### src/aq_pkg.sv
package aq_pkg;

   // --------------------
   // Widths
   // --------------------

   // Host bus data path and address
   localparam int bus_width = 8;
   localparam int adr_width = 3;

   // Antenna sample as fetched from the source
   localparam int sample_width = 24;

   // Block size output and its log2 field
   localparam int accum_width = 32;
   localparam int log_width   = 5;

   // Acquisition sample delay field
   localparam int delay_width = 3;

   // --------------------
   // Prefetch queue
   // --------------------

   localparam int queue_depth       = 2;
   localparam int queue_ptr_width   = $clog2(queue_depth);
   // Occupancy counts 0 to queue_depth inclusive
   localparam int queue_level_width = $clog2(queue_depth + 1);

   // --------------------
   // Register map
   // --------------------

   // Antenna data read-back
   localparam logic [adr_width-1:0] ax_stream_adr = 3'd0;
   localparam logic [adr_width-1:0] ax_data1_adr  = 3'd1;
   localparam logic [adr_width-1:0] ax_data2_adr  = 3'd2;
   localparam logic [adr_width-1:0] ax_data3_adr  = 3'd3;
   // Visibility access and status
   localparam logic [adr_width-1:0] vx_stream_adr = 3'd4;
   localparam logic [adr_width-1:0] vx_status_adr = 3'd5;
   // Acquisition control
   localparam logic [adr_width-1:0] aq_debug_adr  = 3'd6;
   localparam logic [adr_width-1:0] aq_status_adr = 3'd7;

   // --------------------
   // Antenna sample word
   // --------------------

   // Byte view, most significant byte first on the stream
   typedef struct packed {
      logic [bus_width-1:0] hi;
      logic [bus_width-1:0] mid;
      logic [bus_width-1:0] lo;
   } sample_bytes_t;

   // Same 24 bits seen whole or split into bus bytes
   typedef union packed {
      logic [sample_width-1:0] word;
      sample_bytes_t           bytes;
   } sample_t;

endpackage

### src/aq_sample_if.sv
`timescale 1ns/1ps

interface aq_sample_if;

   // Head of the prefetch queue
   aq_pkg::sample_t sample;

   // Queue holds at least one sample
   logic valid;

   // Single-cycle pop request from the register stage
   // Ignored while valid is low
   logic taken;

   // Current occupancy, only watched by the assertions
   logic [aq_pkg::queue_level_width-1:0] level;

   // Prefetch side
   modport producer (
      output sample,
      output valid,
      output level,
      input  taken
   );

   // Register stage side
   modport consumer (
      input  sample,
      input  valid,
      output taken
   );

endinterface

### src/aq_prefetch.sv
`timescale 1ns/1ps

module aq_prefetch (
   input  logic                            clk_i,
   input  logic                            rst_i,
   // Sample source
   input  logic                            data_ready_i,
   input  logic [aq_pkg::sample_width-1:0] data_i,
   output logic                            data_request_o,
   // Queue head towards the register stage
   aq_sample_if.producer                   smp
);

   // --------------------
   // Storage and state
   // --------------------

   // Queue entries, payload only
   aq_pkg::sample_t mem [aq_pkg::queue_depth];

   logic [aq_pkg::queue_ptr_width-1:0]   wr_ptr;
   logic [aq_pkg::queue_ptr_width-1:0]   rd_ptr;
   logic [aq_pkg::queue_level_width-1:0] count;
   logic [aq_pkg::queue_level_width-1:0] count_next;

   logic            push;
   logic            pop;
   aq_pkg::sample_t in_word;

   // Source word taken as a whole sample
   always_comb in_word.word = data_i;

   // Source only delivers while asked, so request doubles as not-full
   assign push = data_ready_i && data_request_o;
   // Pop on an empty queue is dropped
   assign pop  = smp.taken && (count != '0);

   // --------------------
   // Occupancy
   // --------------------

   always_comb begin
      count_next = count;
      if (push && !pop) begin
         count_next = count + 1'b1;
      end else if (pop && !push) begin
         count_next = count - 1'b1;
      end
   end

   always_ff @(posedge clk_i) begin
      if (rst_i) begin
         count <= '0;
      end else begin
         count <= count_next;
      end
   end

   // Registered request, low in reset, high the first cycle after
   // Tracks the next occupancy so it falls as the last slot fills
   always_ff @(posedge clk_i) begin
      if (rst_i) begin
         data_request_o <= 1'b0;
      end else begin
         data_request_o <= (count_next < aq_pkg::queue_depth);
      end
   end

   // --------------------
   // Pointers
   // --------------------

   always_ff @(posedge clk_i) begin
      if (rst_i) begin
         wr_ptr <= '0;
      end else if (push) begin
         // Wrap at the last entry
         wr_ptr <= (wr_ptr == aq_pkg::queue_depth - 1) ? '0 : wr_ptr + 1'b1;
      end
   end

   always_ff @(posedge clk_i) begin
      if (rst_i) begin
         rd_ptr <= '0;
      end else if (pop) begin
         rd_ptr <= (rd_ptr == aq_pkg::queue_depth - 1) ? '0 : rd_ptr + 1'b1;
      end
   end

   // Write the incoming word into the free slot
   always_ff @(posedge clk_i) begin
      if (push) begin
         mem[wr_ptr] <= in_word;
      end
   end

   // --------------------
   // Queue head
   // --------------------

   assign smp.sample = mem[rd_ptr];
   assign smp.valid  = (count != '0);
   assign smp.level  = count;

endmodule

### src/aq_regs.sv
`timescale 1ns/1ps

module aq_regs (
   input  logic                             clk_i,
   input  logic                             rst_i,
   // Host bus, classic handshake
   input  logic                             cyc_i,
   input  logic                             stb_i,
   input  logic                             we_i,
   input  logic [aq_pkg::adr_width-1:0]     adr_i,
   input  logic [aq_pkg::bus_width-1:0]     dat_i,
   output logic                             ack_o,
   output logic [aq_pkg::bus_width-1:0]     dat_o,
   // Visibility bus
   output logic                             vx_cyc_o,
   output logic                             vx_stb_o,
   input  logic                             vx_ack_i,
   input  logic [aq_pkg::bus_width-1:0]     vx_dat_i,
   input  logic                             vx_available_i,
   input  logic                             vx_accessed_i,
   // Acquisition control and status
   input  logic                             spi_busy_i,
   output logic [aq_pkg::accum_width-1:0]   blocksize_o,
   output logic                             aq_debug_mode_o,
   output logic                             aq_enabled_o,
   output logic [aq_pkg::delay_width-1:0]   aq_sample_delay_o,
   // Samples from the prefetch stage
   aq_sample_if.consumer                    smp
);

   // --------------------
   // Local signals
   // --------------------

   logic                           req;
   logic                           wr;
   logic                           send;
   logic                           last_byte;
   logic [1:0]                     byte_idx;
   logic [aq_pkg::log_width-1:0]   log_block;
   aq_pkg::sample_t                head;
   logic [aq_pkg::bus_width-1:0]   stream_byte;
   logic [aq_pkg::bus_width-1:0]   rd_data;
   logic [aq_pkg::bus_width-1:0]   vx_status;
   logic [aq_pkg::bus_width-1:0]   aq_debug;
   logic [aq_pkg::bus_width-1:0]   aq_status;

   // New request, blocked during the ack cycle so each access acts once
   assign req = cyc_i && stb_i && !ack_o;
   assign wr  = req && we_i;

   // Read-back words
   assign vx_status = {vx_available_i, vx_accessed_i, 1'b0, log_block};
   assign aq_debug  = {aq_debug_mode_o,
                       {(aq_pkg::bus_width - 1 - aq_pkg::delay_width){1'b0}},
                       aq_sample_delay_o};
   assign aq_status = {{(aq_pkg::bus_width - 1){1'b0}}, aq_enabled_o};

   // --------------------
   // Bus acknowledge
   // --------------------

   // Local registers ack next cycle
   // Visibility reads wait for the far side's ack
   always_ff @(posedge clk_i) begin
      if (rst_i) begin
         ack_o <= 1'b0;
      end else if (req) begin
         ack_o <= (adr_i == aq_pkg::vx_stream_adr) ? vx_ack_i : 1'b1;
      end else begin
         ack_o <= 1'b0;
      end
   end

   // --------------------
   // Read mux
   // --------------------

   // Empty queue reads as zero
   assign head = smp.valid ? smp.sample : '0;

   // Stream byte, most significant first
   always_comb begin
      case (byte_idx)
         2'd0:    stream_byte = head.bytes.hi;
         2'd1:    stream_byte = head.bytes.mid;
         default: stream_byte = head.bytes.lo;
      endcase
   end

   always_comb begin
      case (adr_i)
         aq_pkg::ax_stream_adr: rd_data = stream_byte;
         aq_pkg::ax_data1_adr:  rd_data = head.bytes.hi;
         aq_pkg::ax_data2_adr:  rd_data = head.bytes.mid;
         aq_pkg::ax_data3_adr:  rd_data = head.bytes.lo;
         aq_pkg::vx_stream_adr: rd_data = vx_dat_i;
         aq_pkg::vx_status_adr: rd_data = vx_status;
         aq_pkg::aq_debug_adr:  rd_data = aq_debug;
         aq_pkg::aq_status_adr: rd_data = aq_status;
         default:               rd_data = '0;
      endcase
   end

   // Captured every waiting cycle, so a visibility read ends on the ack data
   always_ff @(posedge clk_i) begin
      if (req && !we_i) begin
         dat_o <= rd_data;
      end
   end

   // --------------------
   // Control registers
   // --------------------

   always_ff @(posedge clk_i) begin
      if (rst_i) begin
         aq_enabled_o      <= 1'b0;
         aq_debug_mode_o   <= 1'b0;
         aq_sample_delay_o <= '0;
         log_block         <= '0;
      end else if (wr) begin
         case (adr_i)
            aq_pkg::vx_status_adr: begin
               log_block <= dat_i[aq_pkg::log_width-1:0];
            end
            aq_pkg::aq_debug_adr: begin
               aq_debug_mode_o   <= dat_i[aq_pkg::bus_width-1];
               aq_sample_delay_o <= dat_i[aq_pkg::delay_width-1:0];
            end
            aq_pkg::aq_status_adr: begin
               aq_enabled_o <= dat_i[0];
            end
            default: begin
               // Stream and data registers are read-only
            end
         endcase
      end
   end

   // Block size is 2**log_block - 1, one cycle behind the log register
   always_ff @(posedge clk_i) begin
      if (rst_i) begin
         blocksize_o <= '0;
      end else begin
         blocksize_o <= ~({aq_pkg::accum_width{1'b1}} << log_block);
      end
   end

   // --------------------
   // Byte serializer
   // --------------------

   // Stream read with a sample present
   assign send      = req && !we_i && (adr_i == aq_pkg::ax_stream_adr) && smp.valid;
   assign last_byte = (byte_idx == 2'd2);

   // Pop after the lo byte; no pop while the index is held at zero
   assign smp.taken = send && last_byte && spi_busy_i;

   // Idle SPI restarts the sample at its hi byte
   always_ff @(posedge clk_i) begin
      if (rst_i || !spi_busy_i) begin
         byte_idx <= 2'd0;
      end else if (send) begin
         byte_idx <= last_byte ? 2'd0 : byte_idx + 2'd1;
      end
   end

   // --------------------
   // Visibility forwarding
   // --------------------

   assign vx_cyc_o = cyc_i;
   // Strobe drops with the ack so the far side sees one request
   assign vx_stb_o = req && (adr_i == aq_pkg::vx_stream_adr);

endmodule

### src/aq_ctrl.sv
`timescale 1ns/1ps

module aq_ctrl (
   input  logic                             clk_i,
   input  logic                             rst_i,
   // Host bus
   input  logic                             cyc_i,
   input  logic                             stb_i,
   input  logic                             we_i,
   input  logic [aq_pkg::adr_width-1:0]     adr_i,
   input  logic [aq_pkg::bus_width-1:0]     dat_i,
   output logic                             ack_o,
   output logic [aq_pkg::bus_width-1:0]     dat_o,
   // Visibility bus
   output logic                             vx_cyc_o,
   output logic                             vx_stb_o,
   input  logic                             vx_ack_i,
   input  logic [aq_pkg::bus_width-1:0]     vx_dat_i,
   input  logic                             vx_available_i,
   input  logic                             vx_accessed_i,
   // Sample source
   output logic                             data_request_o,
   input  logic                             data_ready_i,
   input  logic [aq_pkg::sample_width-1:0]  data_i,
   input  logic                             spi_busy_i,
   // Acquisition control
   output logic [aq_pkg::accum_width-1:0]   blocksize_o,
   output logic                             aq_debug_mode_o,
   output logic                             aq_enabled_o,
   output logic [aq_pkg::delay_width-1:0]   aq_sample_delay_o
);

   // Prefetch to register stage link
   aq_sample_if smp_if ();

   // Stage 1, keeps the queue topped up from the source
   aq_prefetch prefetch_inst (
      .clk_i          (clk_i),
      .rst_i          (rst_i),
      .data_ready_i   (data_ready_i),
      .data_i         (data_i),
      .data_request_o (data_request_o),
      .smp            (smp_if.producer)
   );

   // Stage 2, bus decode, serializer and control registers
   aq_regs regs_inst (
      .clk_i             (clk_i),
      .rst_i             (rst_i),
      .cyc_i             (cyc_i),
      .stb_i             (stb_i),
      .we_i              (we_i),
      .adr_i             (adr_i),
      .dat_i             (dat_i),
      .ack_o             (ack_o),
      .dat_o             (dat_o),
      .vx_cyc_o          (vx_cyc_o),
      .vx_stb_o          (vx_stb_o),
      .vx_ack_i          (vx_ack_i),
      .vx_dat_i          (vx_dat_i),
      .vx_available_i    (vx_available_i),
      .vx_accessed_i     (vx_accessed_i),
      .spi_busy_i        (spi_busy_i),
      .blocksize_o       (blocksize_o),
      .aq_debug_mode_o   (aq_debug_mode_o),
      .aq_enabled_o      (aq_enabled_o),
      .aq_sample_delay_o (aq_sample_delay_o),
      .smp               (smp_if.consumer)
   );

endmodule

### config.mk
export PLATFORM = sky130hd
export DESIGN_NAME = aq_ctrl
export DESIGN_NICKNAME = d
export VERILOG_FILES = /design/src/aq_pkg.sv /design/src/aq_sample_if.sv /design/src/aq_prefetch.sv /design/src/aq_regs.sv /design/src/aq_ctrl.sv
export SDC_FILE = /design/constraint.sdc
export NUM_CORES = 1
export LEC_CHECK = 0
export BUFFER_PORTS_ARGS = -buffer_cell sky130_fd_sc_hd__clkbuf_2
export CORE_MARGIN = 2
export CORE_UTILIZATION = 50
export CTS_BUF_LIST = sky130_fd_sc_hd__clkbuf_8
export DETAILED_ROUTE_END_ITERATION = 16
export GPL_ROUTABILITY_DRIVEN = 1
export GPL_TIMING_DRIVEN = 0
export PLACE_DENSITY = 0.78
export SLEW_MARGIN = 40
export SYNTH_ARGS = -nofsm -noshare
export SYNTH_HDL_FRONTEND = slang
export SYNTH_SLANG_ARGS = --single-unit
### constraint.sdc
create_clock -name clk_i -period 2.2 [get_ports clk_i]
set_clock_uncertainty 0.15 [all_clocks]
set_input_delay 0 -clock clk_i [delete_from_list [all_inputs] [get_ports clk_i]]
set_output_delay 0 -clock clk_i [all_outputs]
set_load 0.005 [all_outputs]
==> flow_metrics.py, run 1 <==
metrics = {
    "run_status": {
        "outcome": "completed",
    },
    "setup_path": {
        "required_ns": 2.25,
        "end_kind": "flop",
        "crit-reg2reg-launch": "prefetch_inst.smp.level[0]",
        "cp_data_arrival_time_ns": 2.14,
        "worstPathMaxFanout": 10,
        "max_stage_delay_ns": 0.37,
        "cp_num_buf_inv": 2,
        "worst-path-stages": 7,
        "cp_cell_sequence": "inv_1, ha_1, clkbuf_2, nor2_1, and2_1, a221oi_1, a31oi_1",
        "critPathKind": "flop to flop",
        "path_delay_family": "simple AND/OR/NAND/NOR gates",
        "cp-startpoint": "prefetch_inst.smp.level[0]",
        "startpoint_type": "flop",
        "critPathSlowestCell": "dfxtp_1",
        "reg2reg_depth": 7,
    },
    "global_routing": {
        "grt_usage": 0.223,
        "grt_max_degree": 25,
        "antenna_found_initial": 0,
        "grt_pass1_vias": 3442,
        "grt_pass1_wl_um": 16900,
        "gr-total-overflow": 0,
    },
    "routing": {
        "vias": 3566,
        "drt-pass1-iter-count": 5,
        "drt_iter0_markers": 213,
        "ant_nets": 0,
        "finalWirelength_um": 10500,
        "vias_per_cell": 5.54,
        "post_drt_wl_per_cell_um": 16.3,
        "drc": 0,
    },
    "yosys": {
        "syn_area_per_cell_um2": 11.6,
        "synthTopCellsByArea": "edfxtp_1, dfxtp_1, mux2i_1",
        "synth.distinct_cells": 48,
        "syn_nets": 437,
        "synthAdderAreaFrac": 0.00848,
        "synth_seq_area_share": 0.606,
        "synth_top_family_by_area": "simple AND/OR/NAND/NOR gates",
        "synthMuxAreaShare": 0.0987,
        "ys.flop_type": "edfxtp_1",
        "yosysMostFrequentCell": "edfxtp_1",
        "synth_warnings": 0,
        "synth_compound_area_frac": 0.107,
        "synth_top_area_cell": "edfxtp_1",
        "ys_seq_elements": 106,
        "synth_xor_area_frac": 0.00396,
        "synth.top_cell.area_share": 0.380,
        "synth-simple-area-share": 0.135,
        "synth_area_um2": 4430,
        "synth_common_cells": "edfxtp_1, nor2_1, dfxtp_1",
        "synthCells": 381,
        "synth_edf_count": 56,
        "ys_async_sr_fraction": 0,
    },
    "clock_network": {
        "cts.path.max_buffers": 2,
        "cts_root_buffer": "clkbuf_8",
        "clk-insertion-delay-late_ns": 0.37,
        "clk_pin_slew_worst_paths_ns": 0.10,
        "cts.sinks": 106,
        "htree_levels": 3,
        "cts_buffers": 9,
        "cts_tree": "built",
    },
    "floorplan": {
        "initial_core_util": 0.512,
        "pin_count": 102,
        "die_y_um": 98.1,
        "die_w_um": 98.1,
        "placementRows": 34,
        "coreArea_um2": 8640,
        "die_area_um2": 9620,
    },
    "sta": {
        "slew_headroom": 0.586,
        "fin_hold_ws_ns": 0.0321,
        "hold_viol": 0,
        "fmax_ghz": 0.479,
        "finalCritPeriodShare": 0.949,
        "finalSetupViolCount": 0,
        "tightest_slew_ns": 0.620,
        "slew_violations": 0,
        "min_period_ns": 2.09,
    },
    "power_and_ir_drop": {
        "power_density_nw_per_um2": 636,
        "power.total_mw": 3.62,
        "leakagePower_nw": 2.17,
        "irDropWorstVdd_v": 0.000502,
    },
    "place": {
        "io_buffers": 97,
        "dp_hpwl_um": 7460,
        "place_congestion": 0.927,
        "placed_cells": 587,
    },
    "layout": {
        "area_growth_pct": 28.8,
        "finalNonFillerCells": 644,
        "fin_nets": 587,
        "drive_gt1_frac": 0.278,
        "nFillCells": 694,
        "diodes": 0,
    },
    "hold_path": {
        "hp-class": "input port to flop",
        "min_path_cells": 4,
        "hp-start": "vx_available_i",
    },
    "job": {
        "drv_cap": 0,
    },
}
## state kept, by name (all words and copies together), names as in the netlist, 2 cells and up, named ones only
register and flops:
prefetch_inst.mem 48, regs_inst.blocksize_o 31, regs_inst.dat_o 8, regs_inst.log_block 5, regs_inst.aq_sample_delay_o 3, regs_inst.byte_idx 2
## area by class of cell
| cell class | instances | area (um^2) | area share |
|---|---|---|---|
| clock inverter | 7 | 61.3 | 0.0108 |
| clock buffer | 9 | 124 | 0.0217 |
| buffer | 26 | 135 | 0.0237 |
| inverter | 11 | 41.3 | 0.00725 |
| timing repair buffer | 140 | 916 | 0.161 |
| sequential | 106 | 2680 | 0.471 |
| multi-input combinational | 237 | 1600 | 0.281 |
| tap | 108 | 135 | 0.0237 |
## path summary, 6_finish.rpt
kind | to | slack, ns
max | regs_inst.dat_o[2] | 0.11
min | regs_inst.dat_o[7] | 0.03
max reg2reg | regs_inst.dat_o[2] | 0.11
min reg2reg | prefetch_inst.smp.level[0] | 0.34
## placed cells by master, fill, tap and decap left out, drive strengths merged, types with 2 or more instances in the layout
master and n:
nand3 7, xor2 2, nor4 5, nand2b 12, o21ai 16, buf 13
nor4bb 2, mux2 9, mux4 2, dfxtp 50, a31oi 8, clkbuf 122
a211oi 3, a221oi 4, nor2b 3, o31ai 4, dlygate4sd3 40, edfxtp 56
nand2 17, a22o 6, nor3 8, a21oi 27, or3 2, mux2i 29
ha 3, inv 14, clkinv 3, nor2 54
## worst register-to-register path, stage by stage, from the launching register on
cell	delay [ns]
dfxtp_1	0.37
inv_1	0.05
ha_1	0.21
clkbuf_2	0.20
nor2_1	0.36
and2_1	0.27
a221oi_1	0.12
a31oi_1	0.20
## power by group
part           internal (mW)  switching [mW]  total, mW  leakage (nW)
Combinational          0.162           0.184      0.346          1.16
Sequential              2.13          0.0179       2.15         0.918
Clock                  0.433           0.690       1.12        0.0936
Total                   2.73           0.892       3.62          2.17
## layer usage
| metal | track usage | routed length (um) | share of wire | up-vias |
|---|---|---|---|---|
| li1 | - | - | - | 1671 |
| met1 | 0.278 | 4230 | 0.40 | 1695 |
| met2 | 0.388 | 5300 | 0.50 | 176 |
| met3 | 0.0472 | 718 | 0.068 | 24 |
| met4 | 0.0748 | 269 | 0.026 | 0 |
| met5 | 0 | 0 | 0 | - |
## kinds of logic (layout without fill, tap and decap cells)
logic type                 Yosys count  after routing
other                                1              1
adders and majority gates            3              3
buffers and inverters               38            193
AOI/OAI and AO/OA                   76             76
and+or+nand+nor                    115            115
xor gates and xnor gates             2              2
muxes                               40             40
DFF                                106            106
## metrics by stage
stage | area, um^2 | setup WS, ns | util | TNS, ns
global route | 5700 | -0.0189 | 0.660 | -0.0280
floorplan | 4430 | 0.0177 | - | 0
CTS | 5680 | 0.0271 | 0.657 | 0
global placement | 5050 | -0.525 | 0.585 | -10.59
finish | 5700 | 0.112 | 0.660 | 0
detailed placement | 5080 | -0.0959 | 0.589 | -0.223
## repair_timing
item	4_1_cts	5_1_grt
resized for setup	0	4
endpoints found under the setup margin	3	9
setup buffers	1	1
hold buffers	40	0
pin swaps	1	1
endpoints found under the hold margin	68	0
No activity file was read; power rests on OpenSTA's default activity.
==> inputs of run 2 (changes only) <==
--- a/config.mk
+++ b/config.mk
@@ -6,13 +6,15 @@
 export NUM_CORES = 1
 export LEC_CHECK = 0
 export BUFFER_PORTS_ARGS = -buffer_cell sky130_fd_sc_hd__clkbuf_2
+export CELL_PAD_IN_SITES_DETAIL_PLACEMENT = 1
+export CELL_PAD_IN_SITES_GLOBAL_PLACEMENT = 1
 export CORE_MARGIN = 2
-export CORE_UTILIZATION = 50
+export CORE_UTILIZATION = 39
 export CTS_BUF_LIST = sky130_fd_sc_hd__clkbuf_8
 export DETAILED_ROUTE_END_ITERATION = 16
 export GPL_ROUTABILITY_DRIVEN = 1
 export GPL_TIMING_DRIVEN = 0
-export PLACE_DENSITY = 0.78
+export PLACE_DENSITY = 0.75
 export SLEW_MARGIN = 40
 export SYNTH_ARGS = -nofsm -noshare
 export SYNTH_HDL_FRONTEND = slang
==> flow_metrics.py, run 2 (same netlist as run 1, synthesis figures left out) <==
metrics = {
    "clock_network": {
        "cts.path.max_buffers": 2,
        "cts_buffers": 9,
        "clk-insertion-delay-late_ns": 0.37,
        "htree_levels": 3,
        "cts_tree": "built",
        "clk_pin_slew_worst_paths_ns": 0.10,
        "cts.sinks": 106,
        "cts_root_buffer": "clkbuf_8",
    },
    "floorplan": {
        "placementRows": 38,
        "coreArea_um2": 10900,
        "die_area_um2": 12200,
        "initial_core_util": 0.405,
        "die_y_um": 111,
        "die_w_um": 111,
        "pin_count": 102,
    },
    "hold_path": {
        "min_path_cells": 4,
        "hp-class": "input port to flop",
    },
    "setup_path": {
        "required_ns": 2.24,
        "max_stage_delay_ns": 0.37,
        "cp_data_arrival_time_ns": 2.14,
        "cp_num_buf_inv": 2,
        "end_kind": "flop",
        "reg2reg_depth": 7,
        "critPathKind": "flop to flop",
        "worst-path-stages": 7,
        "path_delay_family": "simple AND/OR/NAND/NOR gates",
        "startpoint_type": "flop",
        "critPathSlowestCell": "dfxtp_1",
        "cp_cell_sequence": "inv_1, ha_1, clkbuf_2, nor2_1, and2_1, a221oi_1, a31oi_1",
        "worstPathMaxFanout": 10,
    },
    "global_routing": {
        "grt_max_degree": 25,
        "grt_pass1_wl_um": 19200,
        "grt_pass1_vias": 3665,
        "grt_usage": 0.198,
        "antenna_found_initial": 0,
        "gr-total-overflow": 0,
    },
    "layout": {
        "register_area_um2": 2680,
        "largest_reg_flops": 48,
        "nFillCells": 1219,
        "fin_nets": 588,
        "area_growth_pct": 31.9,
        "drive_gt1_frac": 0.279,
        "final_cell_mix": "clkbuf_2, edfxtp_1, nor2_1",
        "diodes": 0,
        "top_register": "prefetch_inst.mem",
        "multi_input_comb_area_um2": 1590,
        "reg_top3": "prefetch_inst.mem: 48 flops, regs_inst.blocksize_o: 31 flops, regs_inst.dat_o: 8 flops",
        "final_common_cell": "clkbuf_2",
    },
    "sta": {
        "slew_headroom": 0.593,
        "slew_violations": 0,
        "worst_slack_ns": 0.0983,
        "finalCritPeriodShare": 0.955,
        "min_period_ns": 2.10,
        "tightest_slew_ns": 0.611,
        "fmax_ghz": 0.476,
        "rsz0062_at_grt": "no",
        "finalSetupViolCount": 0,
        "hold_viol": 0,
    },
    "power_and_ir_drop": {
        "irDropWorstVdd_v": 0.000478,
        "power_density_nw_per_um2": 697,
        "power.total_mw": 4.07,
        "leakagePower_nw": 2.22,
    },
    "place": {
        "io_buffers": 97,
        "dpl_worst_slack_ns": -0.201,
        "dp_hpwl_um": 8450,
        "place_congestion": 0.830,
    },
    "routing": {
        "drt_iter0_markers": 180,
        "vias_per_cell": 5.11,
        "drc": 0,
        "drt-pass1-iter-count": 4,
        "ant_nets": 0,
        "finalWirelength_um": 11800,
        "vias": 3461,
        "post_drt_wl_per_cell_um": 17.4,
    },
    "run_status": {
        "outcome": "completed",
    },
    "job": {
        "drv_cap": 0,
    },
}
## run 2: cell count changes in the layout (fill, tap and decap cells not counted), moves of 2 or more
cell,previous run,this run
bufinv_16,0,4
inv_6,1,3
clkinv_4,2,0
clkbuf_2,98,100
inv_8,2,0
## run 2: metrics by stage
| step | utilization | hold slack (ns) | setup TNS [ns] | instance area, um^2 | cells |
|---|---|---|---|---|---|
| final | 0.534 | 0.0267 | 0 | 5840 | 677 |
| after global routing | 0.534 | 0.0501 | 0 | 5840 | 677 |
| after CTS | 0.533 | 0.00331 | 0 | 5830 | 677 |
| after detailed placement | 0.470 | 0.0473 | -0.500 | 5140 | 619 |
| after global placement | 0.466 | 0.0417 | -11.81 | 5090 | 618 |
| after floorplan | - | -0.0692 | 0 | 4430 | 381 |
## run 2: cell type report
cell class                 instances  share of cell area
inverter                          11             0.00708
buffer                            26              0.0236
multi-input combinational        237               0.273
clock inverter                     7              0.0251
tap                              140              0.0300
sequential                       106               0.460
clock buffer                       9              0.0212
timing repair buffer             141               0.161
## run 2: path summary, 6_finish.rpt
kind | startpoint | endpoint | slack, ns
worst max-delay path | prefetch_inst.smp.level[0] | regs_inst.dat_o[7] | 0.1
worst min-delay path | adr_i[1] | regs_inst.log_block[2] | 0.03
worst max register to register | prefetch_inst.smp.level[0] | regs_inst.dat_o[7] | 0.1
worst min register to register | prefetch_inst.smp.level[0] | prefetch_inst.smp.level[0] | 0.35
## run 2: metal layers
| layer | vias up | wire (um) | global-route usage |
|---|---|---|---|
| li1 | 1671 | - | - |
| met5 | - | 0 | 0 |
| met2 | 96 | 6140 | 0.362 |
| met3 | 17 | 523 | 0.0450 |
| met1 | 1677 | 4840 | 0.226 |
| met4 | 0 | 243 | 0.0667 |
## run 2: what timing repair did
action                     in CTS  in global routing
hold buffers                   41                  0
gates cloned                    0                  0
resized for setup               2                  2
setup buffers                   1                  1
pin swaps                       1                  0
setup endpoints to repair       8                  4
hold endpoints to repair       68                  0
## run 2: where the power goes
group | switching [mW] | internal [mW]
clock | 0.674 | 0.883
combinational | 0.197 | 0.165
sequential | 0.0165 | 2.13
total | 0.887 | 3.18
## run 2: worst register-to-register path, delay by kind of cell (launching register included)
kind / cells / cell delay (ns)
AND/OR/NAND/NOR: 2 / 0.59
adder cells (fa/ha/maj): 1 / 0.21
AO/OA/AOI/OAI: 2 / 0.33
flip-flops: 1 / 0.37
buffers and inverters: 2 / 0.27
